==> config.mk <==
export PLATFORM = sky130hd
export DESIGN_NAME = matmul_sequencer
export DESIGN_NICKNAME = d
export VERILOG_FILES = /design/src/matmul_pkg.sv /design/src/matmul_sequencer.sv
export SDC_FILE = /design/constraint.sdc
export NUM_CORES = 1
export LEC_CHECK = 0
export BUFFER_PORTS_ARGS = -buffer_cell sky130_fd_sc_hd__buf_2
export CORE_ASPECT_RATIO = 1.1
export CORE_UTILIZATION = 40
export CTS_CLUSTER_DIAMETER = 150
export DETAILED_ROUTE_END_ITERATION = 7
export PLACE_DENSITY = 0.66
export SLEW_MARGIN = 20
export SYNTH_ARGS = -nofsm -noshare
export SYNTH_HDL_FRONTEND = slang
export SYNTH_SLANG_ARGS = --single-unit
==> constraint.sdc <==
create_clock -name clk -period 2 [get_ports clk]
set_input_delay 0.4 -clock clk [delete_from_list [all_inputs] [get_ports clk]]
set_output_delay 0.4 -clock clk [all_outputs]
set_load 0.02 [all_outputs]
==> src/matmul_pkg.sv <==
`default_nettype none

package matmul_pkg;

  ////////////////////////////////////////
  // Sizes
  ////////////////////////////////////////

  localparam int DWIDTH        = 8;
  localparam int MAT_SIZE      = 8;
  localparam int LOG2_MAT_SIZE = 3;
  localparam int AWIDTH        = 13;
  localparam int MEM_SIZE      = 8192;
  localparam int ADDR_STEP     = 8;

  // Parked address, the memories hold zeros here
  localparam int IDLE_ADDR = MEM_SIZE - 8;

  ////////////////////////////////////////
  // Timing
  ////////////////////////////////////////

  localparam int NUM_CYCLES_IN_MAC = 3;
  localparam int CNT_WIDTH         = 7;

  // First result row is complete in every cell of row 0
  localparam int ROW_LATCH_COUNT = MAT_SIZE + 10 + NUM_CYCLES_IN_MAC - 1;
  // Systolic run takes 4N - 2 + P cycles plus margin
  localparam int DONE_COUNT      = 4 * MAT_SIZE + 3;

  ////////////////////////////////////////
  // Types
  ////////////////////////////////////////

  typedef logic [DWIDTH-1:0]    elem_t;
  typedef logic [2*DWIDTH-1:0]  prod_t;
  // Lane 0 sits in the least significant byte
  typedef elem_t [MAT_SIZE-1:0] lane_vec_t;
  typedef logic [AWIDTH-1:0]    addr_t;
  typedef logic [CNT_WIDTH-1:0] cycle_cnt_t;

endpackage

`default_nettype wire

==> src/matmul_sequencer.sv <==
`timescale 1ns/10ps
`default_nettype none

module matmul_sequencer
  import matmul_pkg::*;
(
  input  logic  clk,
  input  logic  reset,
  input  logic  i_start,
  output logic  o_clear,
  output logic  o_skew_clear,
  output logic  o_row_latch,
  output logic  o_done,
  output addr_t o_a_addr,
  output addr_t o_b_addr
);

  cycle_cnt_t count;
  logic       done_q;
  addr_t      op_addr;

  ////////////////////////////////////////
  // Strobes
  ////////////////////////////////////////

  // Dropping start is the only way to restart a product
  assign o_clear = reset | ~i_start;

  // Skew registers also flush on the first counted cycle
  assign o_skew_clear = o_clear | (count == '0);

  assign o_row_latch = (count == cycle_cnt_t'(ROW_LATCH_COUNT));
  assign o_done      = done_q;

  ////////////////////////////////////////
  // Cycle counter and done flag
  ////////////////////////////////////////

  always_ff @(posedge clk) begin
    if (o_clear) begin
      count  <= '0;
      done_q <= 1'b0;
    end else if (count == cycle_cnt_t'(DONE_COUNT)) begin
      // Count freezes here, done follows one cycle later
      done_q <= 1'b1;
    end else begin
      count <= count + 1'b1;
    end
  end

  ////////////////////////////////////////
  // Operand address walk
  ////////////////////////////////////////

  // A columns and B rows share one address
  always_ff @(posedge clk) begin
    if (o_clear) begin
      op_addr <= addr_t'(IDLE_ADDR);
    end else if (count >= cycle_cnt_t'(MAT_SIZE)) begin
      op_addr <= addr_t'(IDLE_ADDR);
    end else begin
      // Wraps from the parked address to 0 on the first step
      op_addr <= op_addr + addr_t'(ADDR_STEP);
    end
  end

  assign o_a_addr = op_addr;
  assign o_b_addr = op_addr;

endmodule

`default_nettype wire

* Yosys cells after proc, flatten, opt, wreduce, memory -nomap -nowiden
Cells that the tools add are included.
** Word-level totals
- Register bits :: 21
- Input bits :: 3
- Output and inout port bits :: 30
- Word-level logic and storage cells :: 13
** Operators by class
- Add/subtract/negate cells :: 2
- Order comparisons :: 1
- Eq/ne operators :: 2
- Bitwise gates (word level) :: 3
- Reduce and logical (&&, ||, !) cells :: 2
** Operators with widths (count)
- $add A13 B4 Y13 const B :: 1
- $add A7 B1 Y7 const B :: 1
- $eq A7 B5 Y1 const B :: 1
- $eq A7 B6 Y1 const B :: 1
- $ge A7 B4 Y1 const B :: 1
- $logic_not A7 Y1 :: 1
- $or A1 B1 Y1 :: 2
- $reduce_or A2 Y1 :: 1
- $not A1 Y1 :: 1

* Depth between registers and ports, before layout
- Depth in word-level cells :: 3
- Depth in mapped cells :: 4
- Mapped depth without buffers :: 4

* Worst setup path after synthesis
OpenSTA, ideal clock, no wires.
- Path type :: register to output
- From :: reg count[2]
- To :: out o_skew_clear
- Arrival :: 1.183 ns
- Required time :: 1.600 ns
- Setup slack :: 0.417 ns
- Stages on the path, launching flop included :: 4
- Path buffers :: 1
- Cell sequence :: dfxtp_1 -> clkbuf_2 -> or2_2 -> o21ai_0
** Between the ends
- Word-level cells in the longest chain between the ends :: 2
** Ends and longest elaborated chain
- start, declared :: RTL line matmul_sequencer.sv:18 : cycle_cnt_t count;
- start signal, assigned :: RTL line matmul_sequencer.sv:47 : count <= count + 1'b1;
- $logic_not A7 Y1 :: RTL line matmul_sequencer.sv:30 : assign o_skew_clear = o_clear | (count == '0);
- $or A1 B1 Y1 :: RTL line matmul_sequencer.sv:30
- end, declared :: RTL line matmul_sequencer.sv:11 : output logic o_skew_clear,
Every way passes these cells.

* Final worst setup path
- From :: reg count[4]
- To :: out o_skew_clear
The elaborated chain is that of the path after synthesis.

==> metrics.md <==
| Metric | Value |
|---|---|
| Post-synth EDFFs | `0` |
| Flop-to-flop setup slack | `0.68 ns` |
| Leading area contributor after synthesis | `dfxtp_1` |
| Synth Register Bits | `18` |
| Psw | `0.245 mW` |
| Top_reg_cell synth | `dfxtp_1` |
| Vias/cell | `4.80` |
| Die area | `2590 um^2` |
| Placed cell areas | `1010 um^2` |
| Diode count | `0` |
| Worst Hold Class | `in2reg` |
| Core area | `2250 um^2` |
| Post-synthesis cell type count | `37` |
| Routability cong. | `0.739` |
| Setup WS pre-CTS | `0.434 ns` |
| GRT met3 Usage | `3.16%` |
| CP max-delay cell | `dfxtp_1` |
| DRC violations left | `0` |
| Data arrival, critical path | `1.35 ns` |
| DR WL/cell | `10.2 um` |
| Area growth, synth to finish | `9.69%` |
| VDD IR max | `507 uV` |
| Drt initial violations | `13` |
| Post-synthesis cell count | `111` |
| Final Hold Vio Count | `0` |
| Synth top area share | `37.7%` |
| End point of the critical path | `o_skew_clear` |
| Die H | `53.3 um` |
| Internal power | `0.550 mW` |
| Tmin final | `1.75 ns` |
| PortBufs | `26` |
| Max stage delay on crit path | `0.39 ns` |
| Fin Clk Skew | `0.00954 ns` |
| CTS root buf | `clkbuf_4` |
| Worst Hold Depth | `3` |
| Met1 GRT Util | `14.7%` |
| Leakage power | `0.426 nW` |
| Non-Filler Instances | `158` |
| Clk_lat worst skew | `0.29 ns` |
| End of the worst register-to-register path | `o_done$_SDFFE_PP0N_` |
| DR vias | `759` |
| Mean area per synthesized cell | `8.61 um^2` |
| Routed WL | `1610 um` |
| Largest cells by area after synthesis | `dfxtp_1, buf_4, nand3_1, ha_1, nand2_1` |
| Pin count of the biggest net entering global routing | `11` |
| First-pass GRT wire length | `2670 um` |
| Hold_buf cts | `0` |
| CP startpoint | `count[4]$_SDFFE_PP0P_` |
| Status | `finished clean` |
| Worst Setup End Kind | `output pin` |
| Sequential fraction of the synthesis area | `37.7%` |
| Starting Density | `42.4%` |
| CP Class | `reg2out` |
| H-Tree Depth | `1` |
| Crit Path Max Fanout | `7` |
| CTS max path bufs | `2` |
| Worst R2R Start | `count[0]$_SDFFE_PP0P_` |
| PD cells | `759 nW/um^2` |
| Combinational power share | `21.9%` |
| Crit-path cells | `or2_2 -> o21ai_0 -> buf_2` |
| M2 GR Usage | `24.8%` |
| Syn Std Cell Area | `956 um^2` |
| Startpoint Class | `flop` |
| Cells on worst reg2reg path | `4` |
| Post-synth ARST share | `0%` |
| Nets@finish | `135` |
| Ys Warns | `0` |
| Setup TNS | `0 ns` |
| Post-CTS Setup Bufs | `0` |
| Critical Path RT | `1.60 ns` |
| Total GRT Usage | `13.6%` |
| Vias in the first global route | `644` |
| CTS tree | `built` |
| I/O pin count | `33` |
| Grt peak-use layer | `met2` |
| RSZ-0062 raised after global routing | `no` |
| Hold_ws | `0.403 ns` |
| Post_cts resized | `0` |
| Share of power burned in registers | `50.4%` |
| Setup ws final | `0.253 ns` |
| Net Sw Frac | `30.9%` |
| Initial antenna violation count | `0` |
| Grt ovf | `0` |
| Num rows | `18` |
| Clk pwr share | `27.7%` |
| Layout cells sized above 1 | `28.1%` |
| Setup violations, final | `0` |
| Max Freq | `572 MHz` |
| Antenna Violating Nets Remaining | `0` |
| Clock-pin slew on the worst setup and hold paths | `0.11 ns` |
| Fin crit share | `87.4%` |
| Post-route cell area | `1050 um^2` |
| CTS Buf Count | `3` |
| Sink Count | `18` |
| Pre-antenna DRT Iters | `4` |
| Maxcap violations | `0` |
| Die Width | `48.6 um` |
| Final Max Slew Viols | `0` |
| Detailed placement HPWL | `1250 um` |
| Cell count after placement | `154` |
==> cell families (layout without fill, tap and decap cells) <==
| group | count (synthesis) | after routing | synth area share, % |
|---|---|---|---|
| AOI/OAI and AO/OA | 15 | 15 | 9.16 |
| xor gates and xnor gates | 6 | 6 | 5.50 |
| adders and majority gates | 3 | 3 | 3.93 |
| buffers and inverters | 22 | 34 | 15.2 |
| DFF | 18 | 18 | 37.7 |
| other | 1 | 6 | 0.392 |
| and+or+nand+nor | 46 | 46 | 28.1 |
==> worst max-delay path, delay by kind of cell (launching register included) <==
kind	cells	cell delay [ns]
DFF	1	0.39
and+or+nand+nor	1	0.32
AOI/OAI and AO/OA	1	0.15
buffers and inverters	1	0.19
==> cells in the mapped netlist (2+ instances only) <==
cell / n
nand2_1: 9
o31ai_1: 2
xor2_1: 3
nor2_1: 3
o21ai_0: 5
nand3_1: 11
dfxtp_1: 18
or3_1: 4
ha_1: 3
nor3_1: 4
buf_4: 16
a21oi_1: 4
xnor2_1: 3
inv_1: 3
==> sequential cells by signal, indices dropped and copies added, names as in the netlist <==
signal and flops:
o_a_addr 10, o_done 1, count 7
==> metrics by stage <==
stage / utilization [%] / total power [mW]
detailed placement: 44.9 / 0.585
global placement: 44.9 / 0.582
floorplan: - / 0.566
CTS: 46.6 / 0.806
global route: 46.6 / 0.838
finish: 46.6 / 0.795
==> metal layers <==
layer  share of wire [%]  vias to the layer above  wire (um)
met4                   0                        0          0
li1                    -                      397          -
met5                   0                        -          0
met2                  50                       20        814
met1                  45                      342        722
met3                 4.7                        0         76
==> power by group through the flow <==
stage               registers (mW)  logic, mW  clock network (mW)
detailed placement           0.410      0.175                   0
floorplan                    0.428      0.138                   0
finish                       0.401      0.174               0.220
global placement             0.409      0.173                   0
CTS                          0.402      0.176               0.229
global route                 0.405      0.190               0.243
==> layout by cell type (no fill, tap or decap), drive strengths merged, types with 2 or more instances in the layout <==
master	instances
ha	3
inv	3
o21ai	6
buf	26
a21oi	4
clkbuf	4
nor3	4
xor2	3
dfxtp	18
nand3	11
or3	6
nor2	4
conb	6
o31ai	2
nand2	9
nand4	2
xnor2	3
==> layout make-up <==
| class | count | area (um^2) |
|---|---|---|
| tap | 30 | 37.5 |
| clock buffer | 4 | 36.3 |
| fill | 231 | 1200 |
| sequential | 18 | 360 |
| multi-input combinational | 76 | 469 |
| inverter | 4 | 15.0 |
| timing repair buffer | 26 | 130 |
==> worst min path at each step <==
| stage | start | to |
|---|---|---|
| 5_1_grt | reset | o_done$_SDFFE_PP0N_ |
| 6_report | reset | o_done$_SDFFE_PP0N_ |
| 4_1_cts | reset | o_done$_SDFFE_PP0N_ |
| 3_5_place_dp | o_a_addr[3]$_SDFF_PP1_ | o_a_addr[3]$_SDFF_PP1_ |
| 3_3_place_gp | o_a_addr[3]$_SDFF_PP1_ | o_a_addr[3]$_SDFF_PP1_ |
| 2_1_floorplan | count[1]$_SDFFE_PP0P_ | count[1]$_SDFFE_PP0P_ |
No activity file was read; power rests on OpenSTA's default activity.
