### config.mk
export PLATFORM = sky130hd
export DESIGN_NAME = operand_skew
export DESIGN_NICKNAME = d
export VERILOG_FILES = /design/src/matmul_pkg.sv /design/src/operand_skew.sv
export SDC_FILE = /design/constraint.sdc
export NUM_CORES = 1
export LEC_CHECK = 0
export BUFFER_PORTS_ARGS = -buffer_cell sky130_fd_sc_hd__buf_2
export CAP_MARGIN = 15
export CORE_ASPECT_RATIO = 0.7
export CORE_MARGIN = 3
export CORE_UTILIZATION = 45
export CTS_BUF_LIST = sky130_fd_sc_hd__clkbuf_4 sky130_fd_sc_hd__clkbuf_8
export DETAILED_ROUTE_END_ITERATION = 8
export GPL_ROUTABILITY_DRIVEN = 1
export GPL_TIMING_DRIVEN = 0
export HOLD_SLACK_MARGIN = 0.02
export PLACE_DENSITY = 0.67
export SYNTH_ARGS = -nofsm -noshare
export SYNTH_HDL_FRONTEND = slang
export SYNTH_SLANG_ARGS = --single-unit
### constraint.sdc
create_clock -name clk -period 1.05 [get_ports clk]
set_clock_uncertainty 0.2 [all_clocks]
set_input_delay 0 -clock clk [delete_from_list [all_inputs] [get_ports clk]]
set_output_delay 0 -clock clk [all_outputs]
set_load 0.01 [all_outputs]
### src/matmul_pkg.sv
`default_nettype none

package matmul_pkg;

  ////////////////////////////////////////
  // Sizes
  ////////////////////////////////////////

  localparam int DWIDTH        = 8;
  localparam int MAT_SIZE      = 8;
  localparam int LOG2_MAT_SIZE = 3;
  localparam int AWIDTH        = 13;
  localparam int MEM_SIZE      = 8192;
  localparam int ADDR_STEP     = 8;

  // Parked address, the memories hold zeros here
  localparam int IDLE_ADDR = MEM_SIZE - 8;

  ////////////////////////////////////////
  // Timing
  ////////////////////////////////////////

  localparam int NUM_CYCLES_IN_MAC = 3;
  localparam int CNT_WIDTH         = 7;

  // First result row is complete in every cell of row 0
  localparam int ROW_LATCH_COUNT = MAT_SIZE + 10 + NUM_CYCLES_IN_MAC - 1;
  // Systolic run takes 4N - 2 + P cycles plus margin
  localparam int DONE_COUNT      = 4 * MAT_SIZE + 3;

  ////////////////////////////////////////
  // Types
  ////////////////////////////////////////

  typedef logic [DWIDTH-1:0]    elem_t;
  typedef logic [2*DWIDTH-1:0]  prod_t;
  // Lane 0 sits in the least significant byte
  typedef elem_t [MAT_SIZE-1:0] lane_vec_t;
  typedef logic [AWIDTH-1:0]    addr_t;
  typedef logic [CNT_WIDTH-1:0] cycle_cnt_t;

endpackage

`default_nettype wire

### src/operand_skew.sv
`timescale 1ns/10ps
`default_nettype none

module operand_skew
  import matmul_pkg::*;
(
  input  logic      clk,
  input  logic      i_clear,
  input  lane_vec_t i_lanes,
  output lane_vec_t o_lanes
);

  // Lane 0 enters the array without delay
  assign o_lanes[0] = i_lanes[0];

  // Lane i runs through a chain of i registers
  for (genvar i = 1; i < MAT_SIZE; i++) begin : g_lane
    elem_t dly [0:i-1];

    always_ff @(posedge clk) begin
      if (i_clear) begin
        for (int k = 0; k < i; k++) begin
          dly[k] <= '0;
        end
      end else begin
        dly[0] <= i_lanes[i];
        for (int k = 1; k < i; k++) begin
          dly[k] <= dly[k-1];
        end
      end
    end

    assign o_lanes[i] = dly[i-1];
  end

endmodule

`default_nettype wire

After elaboration in Yosys (flattened, before gate mapping)
Memories as Yosys holds them, arrays and structs flattened.
Cells that the tools add are included.
{"block": "word_totals", "in_bits": 66, "ramBits": 224, "out_inout_bits": 64, "mem_count": 7, "word_cells": 67, "regBits": 0}
{"memory": "g_lane[7].dly", "words": 7, "word_bits": 8, "read_ports": 7, "rd_clocked_by_memory_dff": 0, "wr": 7, "line": "operand_skew.sv:18", "source": "elem_t dly [0:i-1];"}
{"memory": "g_lane[6].dly", "words": 6, "word_bits": 8, "read_ports": 6, "rd_clocked_by_memory_dff": 0, "wr": 6, "line": "operand_skew.sv:18"}
{"memory": "g_lane[5].dly", "words": 5, "word_bits": 8, "read_ports": 5, "rd_clocked_by_memory_dff": 0, "wr": 5, "line": "operand_skew.sv:18"}
{"memory": "g_lane[4].dly", "words": 4, "word_bits": 8, "read_ports": 4, "rd_clocked_by_memory_dff": 0, "wr": 4, "line": "operand_skew.sv:18"}
{"memory": "g_lane[3].dly", "words": 3, "word_bits": 8, "read_ports": 3, "rd_clocked_by_memory_dff": 0, "wr": 3, "line": "operand_skew.sv:18"}
{"memory": "g_lane[2].dly", "words": 2, "word_bits": 8, "read_ports": 2, "rd_clocked_by_memory_dff": 0, "wr": 2, "line": "operand_skew.sv:18"}
{"memory": "+1 memories"}
{"block": "classes", "bitwise": 27, "muxes": 32, "reduce_logical": 1}
{"operator": "$mux 8", "count": 28}
{"operator": "$or 1x1->1", "count": 27}
{"operator": "$reduce_or 8->1", "count": 1}
{"operator": "$mux 1", "count": 4}

Logic depth before layout (Yosys ltp)
Gate-level depths: netlist of run 1.
{"block": "logic_depth", "word_depth": 3, "ltp_mapped": 4, "ltp_nobuf": 1}

Worst setup path before layout of run 1
No wires, ideal clock.
{"block": "synth_path", "kind": "in2reg", "start": "input port i_clear", "end": "memory g_lane[5].dly[0][27] in the netlist's numbering", "t_arrival_ps": 451, "cell_stages": 4, "required_time_ps": 736, "path_slack_ps": 285, "path_buffers": 3, "setup_time_ps": 114, "cell_sequence": "buf_6 > buf_8 > buf_12 > nor2b_4"}
{"item": "start, declared", "line": "operand_skew.sv:8", "source": "input logic i_clear,"}
{"item": "end, declared", "line": "operand_skew.sv:18"}

==> impl_metrics.csv, run 1 <==
group,metric,value,unit
outcome,outcome,"finished, violations left",
outcome,violations,"negative setup slack",
worst_setup_path,cp_num_buf_inv,1,
clock_network,worst_skew_pair.late_latency,470,ps
worst_setup_path,crit_path_end,"o_lanes[11]",
drt,via_per_inst,3.97,
floorplan,pin_count,130,
clock_network,cts-buffers-inserted,34,
global_routing,grtUsageTotal,13.4,%
global_routing,grt_pass1_wl,18.2,mm
worst_setup_path,cp-end-kind,"output port",
worst_setup_path,crit_chain,"buf_6",
worst_setup_path,crit_cells,1,
layout,final_common_cell,"dfxtp_1",
worst_setup_path,slowest_delay,330,ps
floorplan,die_x,153,um
global_routing,top_usage_layer,"met2",
drt,drc,0,
clock_network,clk_pin_slew,70,ps
placed_design,hpwl,6.65,mm
drt,first_pass_iters,3,
pwr,switching_share,20.2,%
timing,setup_viol,56,
floorplan,die_h,109,um
global_routing,antenna_found_initial,0,
layout,areaGrowthSynthToFinish,34.0,%
global_routing,grt_overflow,0,
layout,largest_reg_flops,224,
synthesis,yosysSeqAreaShare,66.1,%
timing,rsz0062_at_grt,"yes",
global_routing,grt_start_max_net_pins,11,
worst_setup_path,r2r-end,"g_lane[6].dly[5][5]",
placed_design,gp_congestion,0.668,
layout,nets,768,
placed_design,dp_slack,196,ps
drt,wl_per_cell,12.1,um
pwr,p_total,16.8,mW
timing,slew_violations,0,
floorplan,die-area,0.0166,mm2
placed_design,placedInstanceArea,0.00762,mm2
pwr,intPower,13.4,mW
pwr,seq_power_share,52.7,%
timing,min_period_over_period,106,%
worst_setup_path,ff2ff_setup_slack,280,ps
drt,ant_nets,0,
floorplan,coreArea,0.0143,mm2
timing,slew_headroom,86.1,%
worst_setup_path,cp.arrival,910,ps
pwr,pwr-share-clk,41.4,%
global_routing,met1_usage,15.9,%
synthesis,avgSynthCellArea,13.4,um2
pwr,p_switching,3.38,mW
layout,fin_area,0.00909,mm2
layout,final_layout_size_suffix_gt1_share,54.2,%
worst_setup_path,cp_slowest_cell,"dfxtp_2",
synthesis,syn_inst,505,
clock_network,clock-sinks,224,
global_routing,grt_util_met3,3.85,%
floorplan,fp-row-count,36,
job,maxCapViolations,0,
pwr,power.leakage,3.81,nW
synthesis,ys_warn_count,0,
layout,layout_common_cells,"dfxtp_1 (182), nor2b_2 (130), nor2b_1 (84), buf_2 (84), dlygate4sd3_1 (64)",
timing,fin_crit,1110,ps
worst_setup_path,rr_startpoint,"g_lane[6].dly[4][5]",
clock_network,cts-root-buf,"clkbuf_8",
timing,fin_setup_tns,-2630,ps
layout,reg_top3,"g_lane.dly: 224 flops",
pwr,power_frac_comb,5.8,%
worst_setup_path,worstSetupStartpoint,"g_lane[1].dly[0][3]",
layout,antenna_cells,0,
global_routing,grtUsageMet2,23.8,%
synthesis,synth_area,0.00678,mm2
floorplan,start_util,47.4,%
worst_setup_path,worst_r2r_path_depth,1,
worst_setup_path,path_class,"register to output port",
drt,drt-total-wl,11.1,mm
clock_network,clockBufferDepth,3,
timing,worst_pin_slew,208,ps
drt,vias,3627,
timing,hold_viol,0,
synthesis,synth-seq-cells,224,
clock_network,h-tree-depth,2,
layout,regMostFlops,"g_lane.dly",
pwr,ir_drop,0.966,mV
placed_design,port_buffers,120,
min_path,hold_class,"primary input to register",
pwr,p_per_area,1840,mW/mm2
synthesis,synth_fp_nets,571,
drt,initialDrtViolationCount,103,
worst_setup_path,crit_path_start_kind,"register",
timing,setup_ws,-63.4,ps
synthesis,synth_cell_types,9,
timing,max_freq,898,MHz
global_routing,grt_pass1_vias,3881,
worst_setup_path,cp_max_fo,1,
worst_setup_path,crit_family,"flip-flops",
clock_network,cts_tree,"built",
worst_setup_path,worst_ep_required_time,850,ps
clock_network,postCtsSetupRepairBufs,0,
layout,n_fill_cell,1103,
-- cell usage after synthesis --
cell type	number	area, um2
buf_8	1	15.0
nor2b_2	130	1140
nor2b_4	10	138
nor2b_1	84	526
buf_4	32	240
buf_6	17	191
dfxtp_1	224	4480
buf_2	6	30.0
buf_12	1	20.0
-- per-stage QoR --
| step | std cells | hold slack, ps | util, % |
|---|---|---|---|
| floorplan | 505 | -108 | - |
| global placement | 815 | -12.9 | 53.2 |
| detailed placement | 815 | -14.0 | 53.2 |
| CTS | 913 | 40.4 | 63.0 |
| global route | 913 | 51.1 | 63.5 |
| finish | 913 | 64.5 | 63.5 |
-- layer usage --
metal | share of wire, % | wire (um)
met3 | 4.7 | 525
met4 | 2.1 | 234
met1 | 42 | 4680
met2 | 51 | 5640
met5 | 0 | 0
-- area by class of cell --
type / instances / area (um2) / area share, %
Clock inverter: 2 / 12.5 / 0.138
Multi-Input combinational cell: 224 / 1800 / 19.8
Buffer: 33 / 317 / 3.48
Timing Repair Buffer: 185 / 1520 / 16.7
Clock buffer: 55 / 669 / 7.36
Tap cell: 190 / 238 / 2.61
Sequential cell: 224 / 4540 / 49.9
-- logic make-up (layout without fill, tap and decap cells) --
logic type / Yosys count / count (layout) / synth area share (%)
buf+inv: 57 / 275 / 7.32
flops: 224 / 224 / 66.1
simple gates: 224 / 224 / 26.6
-- worst min-delay path by stage --
stage                     start                  end  slack [ps]  depth (start not counted)
floorplan            i_lanes[0]           o_lanes[0]        -110                          1
global placement     i_lanes[3]           o_lanes[3]         -10                          2
detailed placement   i_lanes[0]           o_lanes[0]         -10                          2
CTS                 i_lanes[53]  g_lane[6].dly[0][5]          40                          3
global route        i_lanes[53]  g_lane[6].dly[0][5]          50                          3
finish              i_lanes[53]  g_lane[6].dly[0][5]          60                          3
-- repair_timing --
action                                  CTS  global route
hold buffers                             65             0
gates resized for setup                  65            21
endpoints found under the setup margin   56            57
endpoints found under the hold margin   232             0
-- power by group through the flow --
stage / Clock [mW] / Sequential [mW] / Combinational (mW)
floorplan: 0 / 9.00 / 0.532
global route: 7.60 / 8.85 / 1.07
detailed placement: 0 / 9.00 / 0.781
CTS: 7.19 / 8.83 / 0.974
global placement: 0 / 8.99 / 0.767
finish: 6.95 / 8.84 / 0.979
(Power assumes the default switching activity.)
==> run 2: changes to the inputs <==
PLACE_DENSITY = 0.76   (was 0.67)
==> run 2 against run 1 <==
Compared with the run above: the run still ends with negative setup slack left; register-to-register slack hardly changed; cell count is the same; count of clock-buffer cells in the layout is 9 lower; critical path type unchanged; clock power grew 3.0%; first-iteration DRC count fell by 11%.
==> impl_metrics.csv, run 2 (synthesis results as in run 1) <==
group,metric,value,unit
outcome,outcome,"finished, violations left",
outcome,violations,"negative setup slack",
global_routing,antenna_found_initial,0,
layout,reg_top3,"g_lane.dly: 224 flops",
placed_design,gp_congestion,0.702,
timing,setup_viol,56,
timing,hold_viol,0,
timing,min_period_over_period,111,%
drt,vias,3699,
floorplan,die_h,109,um
worst_setup_path,cp_max_fo,1,
layout,nets,765,
clock_network,clock-sinks,224,
layout,regMostFlops,"g_lane.dly",
clock_network,cts-buffers-inserted,31,
global_routing,grtUsageTotal,13.6,%
placed_design,dp.cells,815,
worst_setup_path,crit_family,"flip-flops",
floorplan,pin_count,130,
layout,n_fill_cell,1063,
drt,via_per_inst,4.05,
timing,worst_pin_slew,216,ps
worst_setup_path,crit_path_start_kind,"register",
timing,hold_ws,7.26,ps
floorplan,coreArea,0.0143,mm2
worst_setup_path,cp-end-kind,"output port",
global_routing,grt_start_max_net_pins,16,
timing,fin_setup_tns,-6000,ps
job,maxCapViolations,0,
worst_setup_path,path_class,"register to output port",
layout,layout_common_cells,"dfxtp_1 (183), nor2b_2 (130), buf_2 (85), nor2b_1 (84), dlygate4sd3_1 (65)",
pwr,p_per_area,1870,mW/mm2
min_path,hold_class,"primary input to register",
clock_network,cts_tree,"built",
global_routing,grt_pass1_vias,3922,
layout,final_common_cell,"dfxtp_1",
placed_design,hpwl,6.54,mm
placed_design,placedInstanceArea,0.00762,mm2
clock_network,postCtsSetupRepairBufs,0,
drt,wl_per_cell,12.1,um
drt,drt-total-wl,11.0,mm
timing,slew_violations,0,
worst_setup_path,cp_slowest_cell,"dfxtp_2",
global_routing,grt_overflow,0,
worst_setup_path,slowest_delay,330,ps
layout,postLayoutCoreUtil,63.5,%
layout,antenna_cells,0,
timing,rsz0062_at_grt,"yes",
clock_network,clockBufferDepth,3,
worst_setup_path,worst_ep_required_time,850,ps
worst_setup_path,crit_chain,"buf_6",
global_routing,grt_pass1_wl,18.7,mm
clock_network,cts_hold_buf,71,
floorplan,fp-row-count,36,
timing,setup_ws,-120,ps
floorplan,die_x,153,um
placed_design,port_buffers,120,
timing,fin_crit,1170,ps
layout,fin_area,0.00910,mm2
clock_network,worst_skew_pair.late_latency,530,ps
timing,slew_headroom,85.6,%
layout,largest_reg_flops,224,
worst_setup_path,cp_num_buf_inv,1,
timing,max_freq,854,MHz
clock_network,h-tree-depth,1,
clock_network,clk_pin_slew,60,ps
layout,final_layout_size_suffix_gt1_share,54.1,%
floorplan,start_util,47.4,%
drt,first_pass_iters,4,
floorplan,die-area,0.0166,mm2
layout,areaGrowthSynthToFinish,34.2,%
worst_setup_path,cp.arrival,970,ps
clock_network,cts-root-buf,"clkbuf_8",
drt,drc,0,
pwr,power.leakage,3.81,nW
pwr,ir_drop,1.02,mV
drt,initialDrtViolationCount,92,
layout,fin_cells,913,
drt,ant_nets,0,
[run 2: per-stage QoR]
step / power, mW / setup slack (ps)
global placement: 9.76 / 186
floorplan: 9.53 / 285
CTS: 17.2 / -168
detailed placement: 9.79 / 173
finish: 17.0 / -120
global route: 17.7 / -179
[run 2: per-layer routing]
metal	GRT usage, %	wire length, um	vias up
met3	4.80	780	27
met4	3.88	240	0
li1	-	-	1874
met2	23.9	5310	117
met5	0	0	-
met1	16.0	4720	1681
[run 2: power by group]
group	internal, mW	switching (mW)
logic	0.600	0.389
registers	8.77	0.0647
clock network	4.13	3.02
[run 2: area by class of cell]
type                    instances  area, um2  area share (%)
plain buffers                  33        317            3.48
clock buffers                  46        596            6.54
clock inverters                11        108            1.18
multi-input cells             224       1800            19.8
flip-flops and latches        224       4540            49.8
well taps                     190        238            2.61
repair buffers                185       1510            16.6
[run 2: worst paths after layout]
check / from / to / slack (ps) / cells past startpoint
worst min-delay path: i_lanes[47] / g_lane[5].dly[0][7] / 7 / 3
worst min register to register: g_lane[7].dly[4][4] / g_lane[7].dly[5][4] / 230 / 1
worst max-delay path: g_lane[5].dly[0][38] / o_lanes[46] / -120 / 1
worst max register to register: g_lane[2].dly[0][0] / g_lane[2].dly[0][8] / 270 / 1
[run 2: what timing repair did]
| action | in CTS | in global routing |
|---|---|---|
| resized for setup | 62 | 22 |
| setup endpoints to repair | 56 | 62 |
| endpoints found under the hold margin | 232 | 19 |
