## config.mk

```make
export PLATFORM = sky130hd
export DESIGN_NAME = result_drain
export DESIGN_NICKNAME = d
export VERILOG_FILES = /design/src/matmul_pkg.sv /design/src/result_drain.sv
export SDC_FILE = /design/constraint.sdc
export NUM_CORES = 1
export LEC_CHECK = 0
export ABC_AREA = 1
export BUFFER_PORTS_ARGS = -buffer_cell sky130_fd_sc_hd__buf_2
export CORE_AREA = 2 2 231 233
export DETAILED_ROUTE_END_ITERATION = 8
export DIE_AREA = 0 0 233 235
export GPL_ROUTABILITY_DRIVEN = 0
export HOLD_SLACK_MARGIN = 0.06
export PLACE_DENSITY = 0.43
export SLEW_MARGIN = 20
export SYNTH_ARGS = -nofsm -noshare
export SYNTH_HDL_FRONTEND = slang
export SYNTH_SLANG_ARGS = --single-unit
```

## constraint.sdc

```tcl
create_clock -name clk -period 2.1 [get_ports clk]
set_clock_uncertainty 0.2 [all_clocks]
set_input_delay 0 -clock clk [delete_from_list [all_inputs] [get_ports clk]]
set_output_delay 0 -clock clk [all_outputs]
set_load 0.03 [all_outputs]
```

## src/matmul_pkg.sv

```systemverilog
`default_nettype none

package matmul_pkg;

  ////////////////////////////////////////
  // Sizes
  ////////////////////////////////////////

  localparam int DWIDTH        = 8;
  localparam int MAT_SIZE      = 8;
  localparam int LOG2_MAT_SIZE = 3;
  localparam int AWIDTH        = 13;
  localparam int MEM_SIZE      = 8192;
  localparam int ADDR_STEP     = 8;

  // Parked address, the memories hold zeros here
  localparam int IDLE_ADDR = MEM_SIZE - 8;

  ////////////////////////////////////////
  // Timing
  ////////////////////////////////////////

  localparam int NUM_CYCLES_IN_MAC = 3;
  localparam int CNT_WIDTH         = 7;

  // First result row is complete in every cell of row 0
  localparam int ROW_LATCH_COUNT = MAT_SIZE + 10 + NUM_CYCLES_IN_MAC - 1;
  // Systolic run takes 4N - 2 + P cycles plus margin
  localparam int DONE_COUNT      = 4 * MAT_SIZE + 3;

  ////////////////////////////////////////
  // Types
  ////////////////////////////////////////

  typedef logic [DWIDTH-1:0]    elem_t;
  typedef logic [2*DWIDTH-1:0]  prod_t;
  // Lane 0 sits in the least significant byte
  typedef elem_t [MAT_SIZE-1:0] lane_vec_t;
  typedef logic [AWIDTH-1:0]    addr_t;
  typedef logic [CNT_WIDTH-1:0] cycle_cnt_t;

endpackage

`default_nettype wire

```

## src/result_drain.sv

```systemverilog
`timescale 1ns/10ps
`default_nettype none

module result_drain
  import matmul_pkg::*;
(
  input  logic      clk,
  input  logic      i_clear,
  input  logic      i_row_latch,
  input  logic      i_done,
  input  lane_vec_t i_rows [MAT_SIZE],
  output lane_vec_t o_c_data,
  output addr_t     o_c_addr,
  output logic      o_c_available
);

  logic                     capturing;
  logic [LOG2_MAT_SIZE-1:0] row_cnt;

  always_ff @(posedge clk) begin
    if (i_clear) begin
      capturing     <= 1'b0;
      row_cnt       <= '0;
      o_c_available <= 1'b0;
      o_c_addr      <= addr_t'(IDLE_ADDR);
      o_c_data      <= '0;
    end else if (i_row_latch) begin
      // Row 0 goes out first, address steps from parked to 0
      capturing     <= 1'b1;
      row_cnt       <= LOG2_MAT_SIZE'(1);
      o_c_available <= 1'b1;
      o_c_addr      <= o_c_addr + addr_t'(ADDR_STEP);
      o_c_data      <= i_rows[0];
    end else if (i_done) begin
      capturing     <= 1'b0;
      o_c_available <= 1'b0;
      o_c_addr      <= addr_t'(IDLE_ADDR);
      o_c_data      <= '0;
    end else if (capturing) begin
      o_c_available <= 1'b1;
      o_c_addr      <= o_c_addr + addr_t'(ADDR_STEP);
      o_c_data      <= i_rows[row_cnt];
      row_cnt       <= row_cnt + 1'b1;
      // Last row leaves, then the address holds until done
      if (row_cnt == LOG2_MAT_SIZE'(MAT_SIZE - 1)) begin
        capturing <= 1'b0;
      end
    end else begin
      o_c_available <= 1'b0;
    end
  end

endmodule

`default_nettype wire

```

# After elaboration in Yosys (flattened, before gate mapping)
# Index checks and enable logic that the tools add are counted.
dict set report word_totals {
  ff_bits 82
  out_inout_bits 78
  word_cells 44
  input_bits 516
}
dict set report classes {
  magnitude_cmp 1
  muxes 19
  reduce_logical 5
  n_addsub 2
  eq_ne 2
  bitwise 2
}
# cell count
set op_table {}
lappend op_table {{$mux W64} 5}
lappend op_table {{$bmux W64 S3} 1}
lappend op_table {{$mux W13} 3}
lappend op_table {{$add A13 B4 Y13 const B} 1}
lappend op_table {{$mux W1} 10}
lappend op_table {{$ge A4 B4 Y1 const B} 1}
lappend op_table {{$not A3 Y4} 1}
lappend op_table {{$reduce_and A2 Y1} 2}
lappend op_table {{$add A3 B1 Y3 const B} 1}
lappend op_table {{$eq A3 B3 Y1 const B} 1}
lappend op_table {{$reduce_bool A3 Y1} 1}
lappend op_table {{$ne A2 B2 Y1 const B} 1}
lappend op_table {{$reduce_bool A2 Y1} 1}
lappend op_table {{$reduce_or A2 Y1} 1}
lappend op_table {{$not A1 Y1} 1}

# Logic depth before layout (Yosys ltp)
# Gate-level depths: netlist (run 1).
dict set report logic_depth {
  depth_word 7
  mapped_depth 9
}

# Worst setup path after synthesis (run 1)
# Ideal clock, no wire load.
dict set report synth_timing {
  path_kind {register -> register}
  startpoint {register o_c_addr[3]}
  endpoint {register o_c_addr[7]}
  stages_incl_launch_ff 7
  required_time_ns 1.769
  n_path_buf 0
  setup_slack_ns 0.508
  setup_time_ns 0.131
  synth_period_minus_slack_ns 1.592
  t_arrival_ns 1.261
  path_cell_list {dfxtp_1 -> ha_1 -> nand2_1 -> nor2_1 -> nand2_1 -> a21oi_1 -> o21ai_1}
}
dict set report synth_via {
  elab_chain_cells 4
}
# element line_no
set synth_rtl {}
lappend synth_rtl {{from (decl)} result_drain.sv:13} ;# output addr_t o_c_addr,
lappend synth_rtl {{from (signal assigned)} result_drain.sv:25} ;# o_c_addr <= addr_t'(IDLE_ADDR);
lappend synth_rtl {{from (signal assigned)} result_drain.sv:32} ;# o_c_addr <= o_c_addr + addr_t'(ADDR_STEP);
lappend synth_rtl {{from (signal assigned)} result_drain.sv:37} ;# o_c_addr <= addr_t'(IDLE_ADDR);
lappend synth_rtl {{$add A13 B4 Y13 (*)} {result_drain.sv:32, result_drain.sv:41}}
lappend synth_rtl {{$mux W13} result_drain.sv:39} ;# end else if (capturing) begin
lappend synth_rtl {{$mux W13} result_drain.sv:34} ;# end else if (i_done) begin
lappend synth_rtl {{$mux W13 (*)} result_drain.sv:27} ;# end else if (i_row_latch) begin
# Every way passes the cells marked *; elsewhere a longest branch is shown, timed or not. The select of a mux whose other input is x is not followed.
# A chain may end at the register's enable or synchronous reset.

# Final worst setup path (run 1)
dict set report layout_timing {
  startpoint {register row_cnt[2]}
  endpoint {register o_c_data[58] (netlist name)}
}
dict set report layout_via {
  elab_chain_cells 7
}
# element line_no
set layout_rtl {}
lappend layout_rtl {{from (decl)} result_drain.sv:18} ;# logic [LOG2_MAT_SIZE-1:0] row_cnt;
lappend layout_rtl {{from (signal assigned)} result_drain.sv:43} ;# row_cnt <= row_cnt + 1'b1;
lappend layout_rtl {{$not A3 Y4 (implied by the code)} result_drain.sv:42} ;# o_c_data <= i_rows[row_cnt];
lappend layout_rtl {{$bmux W64 S3} result_drain.sv:42}
lappend layout_rtl {{$mux W64 (implied by the code) (2 in a row)} result_drain.sv:42}
lappend layout_rtl {{$mux W64} result_drain.sv:39}
lappend layout_rtl {{$mux W64} result_drain.sv:34}
lappend layout_rtl {{$mux W64} result_drain.sv:27}
lappend layout_rtl {{to (signal assigned)} result_drain.sv:33} ;# o_c_data <= i_rows[0];
lappend layout_rtl {{to (signal assigned)} result_drain.sv:42}
lappend layout_rtl {{to (decl)} result_drain.sv:12} ;# output lane_vec_t o_c_data,
# Every way passes these cells. The select of a mux whose other input is x is not followed.

==> flow_summary.yaml, run 1 <==
status:
  status: "complete, no violations"
critical_path:
  cp.arrival_ns: 2.15
  path_class: "reg2reg"
  cp_slowest_stage_delay_ns: 0.55
  regToRegStartpoint: "row_cnt[2]"
  required_ns: 2.21
  startpoint_type: "flip-flop"
  rrSetupSlack_ns: 0.07
  cp_num_buf_inv: 3
  cp_common_cell: "nand3_1"
  worstPathCellList: "inv_2 -> buf_16 -> nand3_1 -> nand3_1 -> nand3_1 -> a21oi_1 -> dlygate4sd3_1"
  cp-end-kind: "flip-flop"
  critPathMaxFanout: 33
  rr_worst_depth: 7
  cp_top_family: "buffers and inverters"
  crit_slowest_cell: "dlygate4sd3_1"
  rr_endpoint: "o_c_data[58]"
logic_synthesis:
  synth_compound_area_frac: 0.109
  syn_area_per_cell_um2: 5.07
  synth_cell_types: 28
  syn-cell-area_um2: 9560
  synth_xor_area_frac: 0.00275
  syn_inst: 1885
  synthAdderAreaFrac: 0.00393
  synth_largest_area_cell: "nand3_1"
  netlist.area_leader.share: 0.204
  synthSimpleGateAreaFrac: 0.485
  synthTopCellsByArea: "nand3_1 (20%), nand2_1 (18%), dfxtp_1 (17%)"
  synth-seq-cells: 79
  ys_seq_area_frac: 0.165
  ys_warn_count: 0
  synthMuxAreaShare: 0
  synth_top_family_by_area: "simple AND/OR/NAND/NOR gates"
min_path:
  min_path_type: "in2reg"
  hold_start: "i_rows[310]"
  min_to: "o_c_data[54]"
  min_path_cells: 7
floorplan:
  pin_count: 594
  start_util: 0.183
  die_y_um: 235
  die_w_um: 233
  coreArea_um2: 52200
  rows: 84
  die_area_um2: 54800
drt:
  drt-initial-drc-count: 803
  viasPerCell: 4.46
  wl_um: 59400
  wl_per_cell_um: 16.5
  vias: 16092
  first_pass_iters: 5
  final_antenna_net_count: 0
  drcViolationCount: 0
clock_tree:
  cts_buffer_depth: 2
  clk_pin_slew_ns: 0.08
  cts_tree: "yes"
  cts_sinks: 79
  root_buffer: "clkbuf_16"
  cts_buffers: 9
  insertion_delay_ns: 0.37
  htreeDepth: 3
cells_and_area:
  drive_gt1_frac: 0.236
  utilization: 0.358
  final_cell_mix: "buf_2 (589), dlygate4sd3_1 (515), nand2_1 (463)"
  syn2layout_area_growth_pct: 95.5
  fin_nets: 3435
  multiInputGateArea_um2: 5760
  final_cells: 3611
  mostFrequentLayoutCell: "buf_2"
  n_fill_cell: 5588
  regArea_um2: 1590
  fin_area_um2: 18700
grt:
  first_global_vias: 16477
  grt_start_max_net_pins: 91
  grt_usage: 0.203
  grt_overflow: 0
  grt_pass1_wl_um: 87500
  antenna_found_initial: 3
sta:
  slew_violations: 0
  hold_slack_ns: 0.0893
  finalSetupTns_ns: 0
  slew_headroom: 0.610
  tightest_slew_ns: 0.586
  report.final.hold_viol_count: 0
  fmax_mhz: 491
  fin_crit_ns: 2.03
  finalSetupViolations: 0
  fin_crit_sh: 0.969
place:
  place_hpwl_um: 38200
  postPlaceCellArea_um2: 13100
  dp_cells: 3068
  io_buffers: 590
power_and_ir_drop:
  power.density_nw_per_um2: 363
  worst_ir_drop_vdd_mv: 0.354
  power.leakage_nw: 10.2
run:
  cap_violations: 0
metal layers:
| layer | global-route usage | wire [um] | vias to the layer above |
|---|---|---|---|
| li1 | - | - | 7811 |
| met1 | 0.228 | 23800 | 7290 |
| met2 | 0.362 | 28700 | 771 |
| met3 | 0.0386 | 3830 | 218 |
| met4 | 0.105 | 2990 | 2 |
| met5 | 0 | 11 | - |
worst reg2reg max path, stage by stage, from the launching register on:
cell           delay, ns
dfxtp_4             0.39
inv_2               0.15
buf_16              0.25
nand3_1             0.15
nand3_1             0.08
nand3_1             0.07
a21oi_1             0.13
dlygate4sd3_1       0.55
metrics by stage:
stage | total power [mW] | setup WS, ns
2_1_floorplan | 3.28 | 0.508
3_3_place_gp | 4.34 | 0.276
3_5_place_dp | 4.33 | 0.252
4_1_cts | 6.79 | 0.0149
5_1_grt | 7.24 | -0.00152
6_report | 6.78 | 0.0652
how the worst max path moves through the flow:
stage | endpoint | startpoint | slack (ns) | cells past startpoint
3_3_place_gp | o_c_data[5] | row_cnt[0] | 0.28 | 8
4_1_cts | o_c_data[58] | row_cnt[0] | 0.01 | 8
6_report | o_c_data[58] | row_cnt[2] | 0.07 | 7
3_5_place_dp | o_c_data[6] | row_cnt[0] | 0.25 | 8
5_1_grt | o_c_data[58] | row_cnt[2] | -0.002 | 7
2_1_floorplan | o_c_addr[7] | o_c_addr[3] | 0.51 | 6
state kept, by name, summed over array words and instances, names as in the netlist:
register / count
o_c_available: 1
capturing: 1
o_c_data: 64
row_cnt: 3
o_c_addr: 10
cell type report:
| type | instances | area share |
|---|---|---|
| clock buffers | 10 | 0.0122 |
| clock inverters | 6 | 0.00234 |
| well taps | 688 | 0.0460 |
| diodes | 2 | 0.000268 |
| multi-input cells | 1275 | 0.308 |
| repair buffers | 1154 | 0.466 |
| inverters | 397 | 0.0800 |
| flip-flops and latches | 79 | 0.0852 |
where the power goes:
part	internal (mW)	total, mW	switching [mW]
clock network	0.812	1.64	0.826
registers	1.63	1.72	0.0894
logic	1.64	3.42	1.78
total	4.08	6.78	2.70
kinds of logic after synthesis:
family | after synthesis
other | 1
AOI/OAI and AO/OA | 207
adders and majority gates | 3
and+or+nand+nor | 1059
buffers and inverters | 533
xor gates and xnor gates | 3
DFF | 79
repair_timing:
action                     in CTS  in global routing
resized for setup               0                  7
hold endpoints to repair       79                  0
setup buffers                   0                  7
hold buffers                  515                  0
setup endpoints to repair       0                  6
synth_stat cells:
library cell	n
or2_0	5
buf_4	22
nand2_1	463
ha_1	3
or2_1	35
xor2_1	2
conb_1	1
nand3_1	389
nand2_2	1
o21ai_1	2
a211oi_1	1
inv_1	394
inv_2	2
buf_2	65
nor2_1	140
buf_6	9
inv_4	1
xnor2_1	1
or2_2	24
nand4_1	1
clkbuf_1	33
nor2_4	1
a21oi_1	134
o21ai_0	68
dfxtp_1	79
a21oi_2	1
buf_1	7
o211ai_1	1
(Power assumes the default switching activity.)
==> run 2, diff against run 1 <==
--- a/config.mk
+++ b/config.mk
@@ -13,6 +13,7 @@
 export GPL_ROUTABILITY_DRIVEN = 0
 export HOLD_SLACK_MARGIN = 0.06
 export PLACE_DENSITY = 0.43
+export SETUP_SLACK_MARGIN = 0.2
 export SLEW_MARGIN = 20
 export SYNTH_ARGS = -nofsm -noshare
 export SYNTH_HDL_FRONTEND = slang
==> run 2 against run 1 <==
  * Non-clock buffer count is 10 lower
  * Critical path depth did not move
  * Flip-flop and latch count unchanged
  * Clock power about the same
  * Fmax up 13%
  * Worst hold slack got worse by 0.017 ns
  * Die area stayed put
  * Final cell count fell by 0.25%
  * Global-route usage up 0.059 points
  * Core utilization down 0.28 points
  * Worst setup slack better by 0.23 ns
  * Critical endpoint is now o_c_data[25]
  * Highest routed layer is now met4
==> flow_summary.yaml, run 2 (synthesis gave the netlist of run 1 again) <==
grt:
  antenna_found_initial: 2
  grt_overflow: 0
  grt_pass1_wl_um: 87700
  first_global_vias: 16543
  grt_start_max_net_pins: 91
  grt_usage: 0.204
critical_path:
  startpoint_type: "flip-flop"
  cp.arrival_ns: 1.86
  worstSetupStartpoint: "row_cnt[0]"
  regToRegStartpoint: "row_cnt[0]"
  path_class: "reg2reg"
  critPathMaxFanout: 28
  required_ns: 2.16
  cp-end-kind: "flip-flop"
drt:
  viasPerCell: 4.43
  vias: 15972
  first_pass_iters: 5
  drcViolationCount: 0
  wl_um: 58400
  drt-initial-drc-count: 827
  final_antenna_net_count: 0
  wl_per_cell_um: 16.2
status:
  status: "complete, no violations"
power_and_ir_drop:
  power.density_nw_per_um2: 363
  worst_ir_drop_vdd_mv: 0.350
  power.leakage_nw: 10.1
cells_and_area:
  mostFrequentLayoutCell: "buf_2"
  drive_gt1_frac: 0.233
  final_cells: 3602
  fin_area_um2: 18600
  top_register: "o_c_data"
  syn2layout_area_growth_pct: 94.0
  n_fill_cell: 5589
  fin_nets: 3425
  reg.largest.list: "o_c_data: 64 flops, o_c_addr: 10 flops, row_cnt: 3 flops"
  largest_register_ffs: 64
  final_cell_mix: "buf_2 (589), dlygate4sd3_1 (515), nand2_1 (463)"
place:
  dp_cells: 3068
  place_hpwl_um: 38200
  postPlaceCellArea_um2: 13100
  io_buffers: 590
  post-place-ws_ns: 0.252
min_path:
  hold_start: "i_rows[310]"
  min_path_type: "in2reg"
floorplan:
  die_y_um: 235
  coreArea_um2: 52200
  start_util: 0.183
  pin_count: 594
  die_area_um2: 54800
  die_w_um: 233
  rows: 84
clock_tree:
  post-cts-setup-buffer-count: 0
  htreeDepth: 3
  clk_pin_slew_ns: 0.08
  root_buffer: "clkbuf_16"
  cts_sinks: 79
  cts_buffers: 9
  cts_tree: "yes"
  insertion_delay_ns: 0.37
  cts_buffer_depth: 2
sta:
  fin_crit_ns: 1.81
  hold_slack_ns: 0.0720
  fmax_mhz: 554
  report.final.hold_viol_count: 0
  finalSetupTns_ns: 0
  slew_headroom: 0.610
  finalSetupViolations: 0
  rsz0062_at_grt: "no"
  slew_violations: 0
  worst_slack_ns: 0.294
  fin_crit_sh: 0.860
  tightest_slew_ns: 0.585
run:
  cap_violations: 0
-- run 2: changes by cell type in the layout (fill, tap and decap cells not counted) --
| cell | before | now |
|---|---|---|
| clkbuf_16 | 12 | 9 |
| buf_16 | 1 | 0 |
| buf_12 | 11 | 12 |
| diode_2 | 2 | 3 |
| buf_6 | 6 | 3 |
| buf_4 | 29 | 25 |
-- run 2: cell type report --
cell class                      count  area (um2)  share of cell area
Antenna cell                        3        7.51            0.000405
Timing Repair Buffer             1144        8560               0.462
Multi-Input combinational cell   1275        5760               0.310
Sequential cell                    79        1590              0.0858
Inverter                          397        1500              0.0807
Clock inverter                      6        43.8             0.00236
Clock buffer                       10         229              0.0123
Tap cell                          688         861              0.0464
-- run 2: power breakdown --
part / leakage (nW) / switching, mW / internal (mW)
clock network: 0.133 / 0.819 / 0.812
logic: 9.32 / 1.77 / 1.62
registers: 0.657 / 0.0868 / 1.63
-- run 2: worst paths after layout --
| kind | to | slack [ns] | cells past startpoint |
|---|---|---|---|
| worst min register to register | o_c_addr[12] | 0.29 | 2 |
| worst max register to register | o_c_data[25] | 0.29 | 7 |
| worst max-delay path | o_c_data[25] | 0.29 | 7 |
| worst min-delay path | o_c_data[54] | 0.07 | 7 |
-- run 2: metal layers --
| metal | GRT usage | up-vias | wire length (um) |
|---|---|---|---|
| met5 | 0 | - | 0 |
| met4 | 0.106 | 0 | 2880 |
| met3 | 0.0400 | 207 | 3490 |
| met2 | 0.362 | 715 | 28500 |
| met1 | 0.228 | 7258 | 23500 |
| li1 | - | 7792 | - |
-- run 2: what timing repair did --
action / in CTS / in global routing
gates resized for setup: 0 / 3
hold buffers: 515 / 0
hold endpoints to repair: 79 / 0
endpoints found under the setup margin: 0 / 12
-- run 2: per-stage QoR --
step                total power [mW]   util
floorplan                       3.28      -
global placement                4.34  0.251
detailed placement              4.33  0.251
CTS                             6.79  0.355
global route                    7.21  0.355
finish                          6.74  0.355
-- run 2: critical path: stages, from the launching register on --
cell and delay [ns]:
dfxtp_4 0.39, buf_12 0.23, buf_4 0.35, nand2_1 0.15
nand3_1 0.13, nand3_1 0.08, nand3_1 0.09, a21oi_1 0.07
==> run 3, diff against run 2 <==
--- a/config.mk
+++ b/config.mk
@@ -7,13 +7,14 @@
 export LEC_CHECK = 0
 export ABC_AREA = 1
 export BUFFER_PORTS_ARGS = -buffer_cell sky130_fd_sc_hd__buf_2
-export CORE_AREA = 2 2 231 233
+export CORE_AREA = 5 5 227 229
 export DETAILED_ROUTE_END_ITERATION = 8
-export DIE_AREA = 0 0 233 235
+export DIE_AREA = 0 0 232 234
 export GPL_ROUTABILITY_DRIVEN = 0
 export HOLD_SLACK_MARGIN = 0.06
-export PLACE_DENSITY = 0.43
+export PLACE_DENSITY = 0.45
 export SETUP_SLACK_MARGIN = 0.2
+export SKIP_CTS_REPAIR_TIMING = 1
 export SLEW_MARGIN = 20
 export SYNTH_ARGS = -nofsm -noshare
 export SYNTH_HDL_FRONTEND = slang
==> run 3 against run 2 <==
  * The run now ends with negative hold slack left
  * Fmax rose by 2.3%
  * Worst hold slack worse by 0.12 ns
  * Flip-flop and latch count stayed put
  * Global-route usage is 3.3 points lower
  * Final area fell by 1.3%
  * Power rose by 0.97%
  * Core utilization grew 1.5 points
  * Non-clock buffer count is 30 lower
  * Largest power group unchanged
==> flow_summary.yaml, run 3 (synthesis gave the netlist of run 1 again) <==
sta:
  fmax_mhz: 566
  finalSetupViolations: 0
  fin_crit_ns: 1.77
  hold_slack_ns: -0.0479
  tightest_slew_ns: 0.538
  slew_violations: 0
  rsz0062_at_grt: "no"
  fin_crit_sh: 0.841
  slew_headroom: 0.641
  worst_slack_ns: 0.335
  finalSetupTns_ns: 0
  report.final.hold_viol_count: 5
clock_tree:
  cts_tree: "yes"
  insertion_delay_ns: 0.36
  clk_pin_slew_ns: 0.07
  cts_sinks: 79
  root_buffer: "clkbuf_16"
  cts_buffer_depth: 2
  cts_buffers: 9
  htreeDepth: 3
critical_path:
  cp-end-kind: "flip-flop"
  required_ns: 2.14
  cp.arrival_ns: 1.80
  regToRegStartpoint: "row_cnt[0]"
  path_class: "in2reg"
  critPathMaxFanout: 7
  startpoint_type: "input port"
  worstSetupStartpoint: "i_done"
cells_and_area:
  drive_gt1_frac: 0.237
  regArea_um2: 1590
  mostFrequentLayoutCell: "buf_2"
  largest_register_ffs: 64
  n_fill_cell: 5240
  final_cell_mix: "buf_2 (589), dlygate4sd3_1 (481), nand2_1 (463)"
  syn2layout_area_growth_pct: 91.5
  multiInputGateArea_um2: 5760
  reg.largest.list: "o_c_data: 64 flops, o_c_addr: 10 flops, row_cnt: 3 flops"
  top_register: "o_c_data"
  fin_nets: 3395
drt:
  drcViolationCount: 0
  viasPerCell: 4.44
  first_pass_iters: 6
  vias: 15772
  final_antenna_net_count: 0
  wl_per_cell_um: 16.1
  drt-initial-drc-count: 934
  wl_um: 57200
min_path:
  min_path_type: "in2reg"
  hold_start: "i_rows[241]"
floorplan:
  die_y_um: 234
  coreArea_um2: 49500
  start_util: 0.193
  die_w_um: 232
  die_area_um2: 54300
  rows: 82
  pin_count: 594
grt:
  grt_usage: 0.171
  antenna_found_initial: 2
  grt_pass1_wl_um: 73700
  first_global_vias: 13313
  use_met3: 0.0375
  met1_usage: 0.211
  grt_overflow: 0
  grt_start_max_net_pins: 97
  use_met2: 0.303
  busiest_layer: "met2"
run:
  cap_violations: 0
power_and_ir_drop:
  pwr-share-seq: 0.253
  worst_ir_drop_vdd_mv: 0.300
  power.leakage_nw: 10.0
  clockPowerShare: 0.252
  power.density_nw_per_um2: 372
  internal_power_mw: 4.21
  p_sw_frac: 0.382
  p_switching_mw: 2.60
  comb_power_share: 0.495
place:
  post-place-ws_ns: 0.249
  io_buffers: 590
  place_hpwl_um: 39000
status:
  status: "finished, violations left"
  failed_checks: "negative hold slack"
==> run 3: cell types whose count changed in the layout (fill, tap and decap cells not counted) <==
cell / before / now
buf_6: 3 / 0
diode_2: 3 / 2
dlygate4sd3_1: 515 / 481
clkinv_2: 3 / 1
inv_8: 0 / 1
buf_16: 0 / 1
clkinv_4: 1 / 0
clkbuf_8: 0 / 1
clkbuf_16: 9 / 11
buf_4: 25 / 28
bufinv_16: 0 / 1
buf_12: 12 / 13
==> run 3: path summary, 6_finish.rpt <==
check            endpoint  slack, ns  cells past startpoint
max reg2reg  o_c_data[43]       0.34                      7
max           o_c_addr[5]       0.33                      5
min          o_c_data[49]      -0.05                      7
min reg2reg  o_c_addr[12]       0.28                      2
==> run 3: stage by stage <==
stage,hold slack (ns),util,power (mW),cells,cell area (um2)
after floorplan,-0.131,-,3.28,1887,9570
after global placement,0.0731,0.266,4.33,3054,13100
after detailed placement,0.0743,0.266,4.34,3054,13100
after CTS,-0.339,0.272,6.13,3070,13400
after global routing,0.0377,0.370,7.28,3554,18300
final,-0.0479,0.370,6.81,3555,18300
==> run 3: worst max-delay path, stage by stage <==
cell and delay (ns):
dlygate4sd3_1 0.55, buf_2 0.16, a21oi_2 0.18, dlygate4sd3_1 0.77
o21ai_0 0.14
==> run 3: routing by layer <==
layer,up-vias,wire length (um)
met5,-,7
met4,2,2400
met3,206,4020
met2,720,28000
met1,7110,22800
li1,7734,-
==> run 3: cell type report <==
class,count,area share
Clock inverter,5,0.00348
Antenna cell,2,0.000273
Clock buffer,11,0.0133
Multi-Input combinational cell,1275,0.314
Inverter,397,0.0818
Tap cell,672,0.0459
Sequential cell,79,0.0870
Timing Repair Buffer,1114,0.454
==> run 3: power by group through the flow <==
stage	Clock, mW	Combinational (mW)	Sequential [mW]
2_1_floorplan	0	1.28	1.99
4_1_cts	1.82	2.60	1.72
6_report	1.72	3.37	1.72
3_5_place_dp	0	2.59	1.75
5_1_grt	1.86	3.69	1.74
3_3_place_gp	0	2.59	1.75
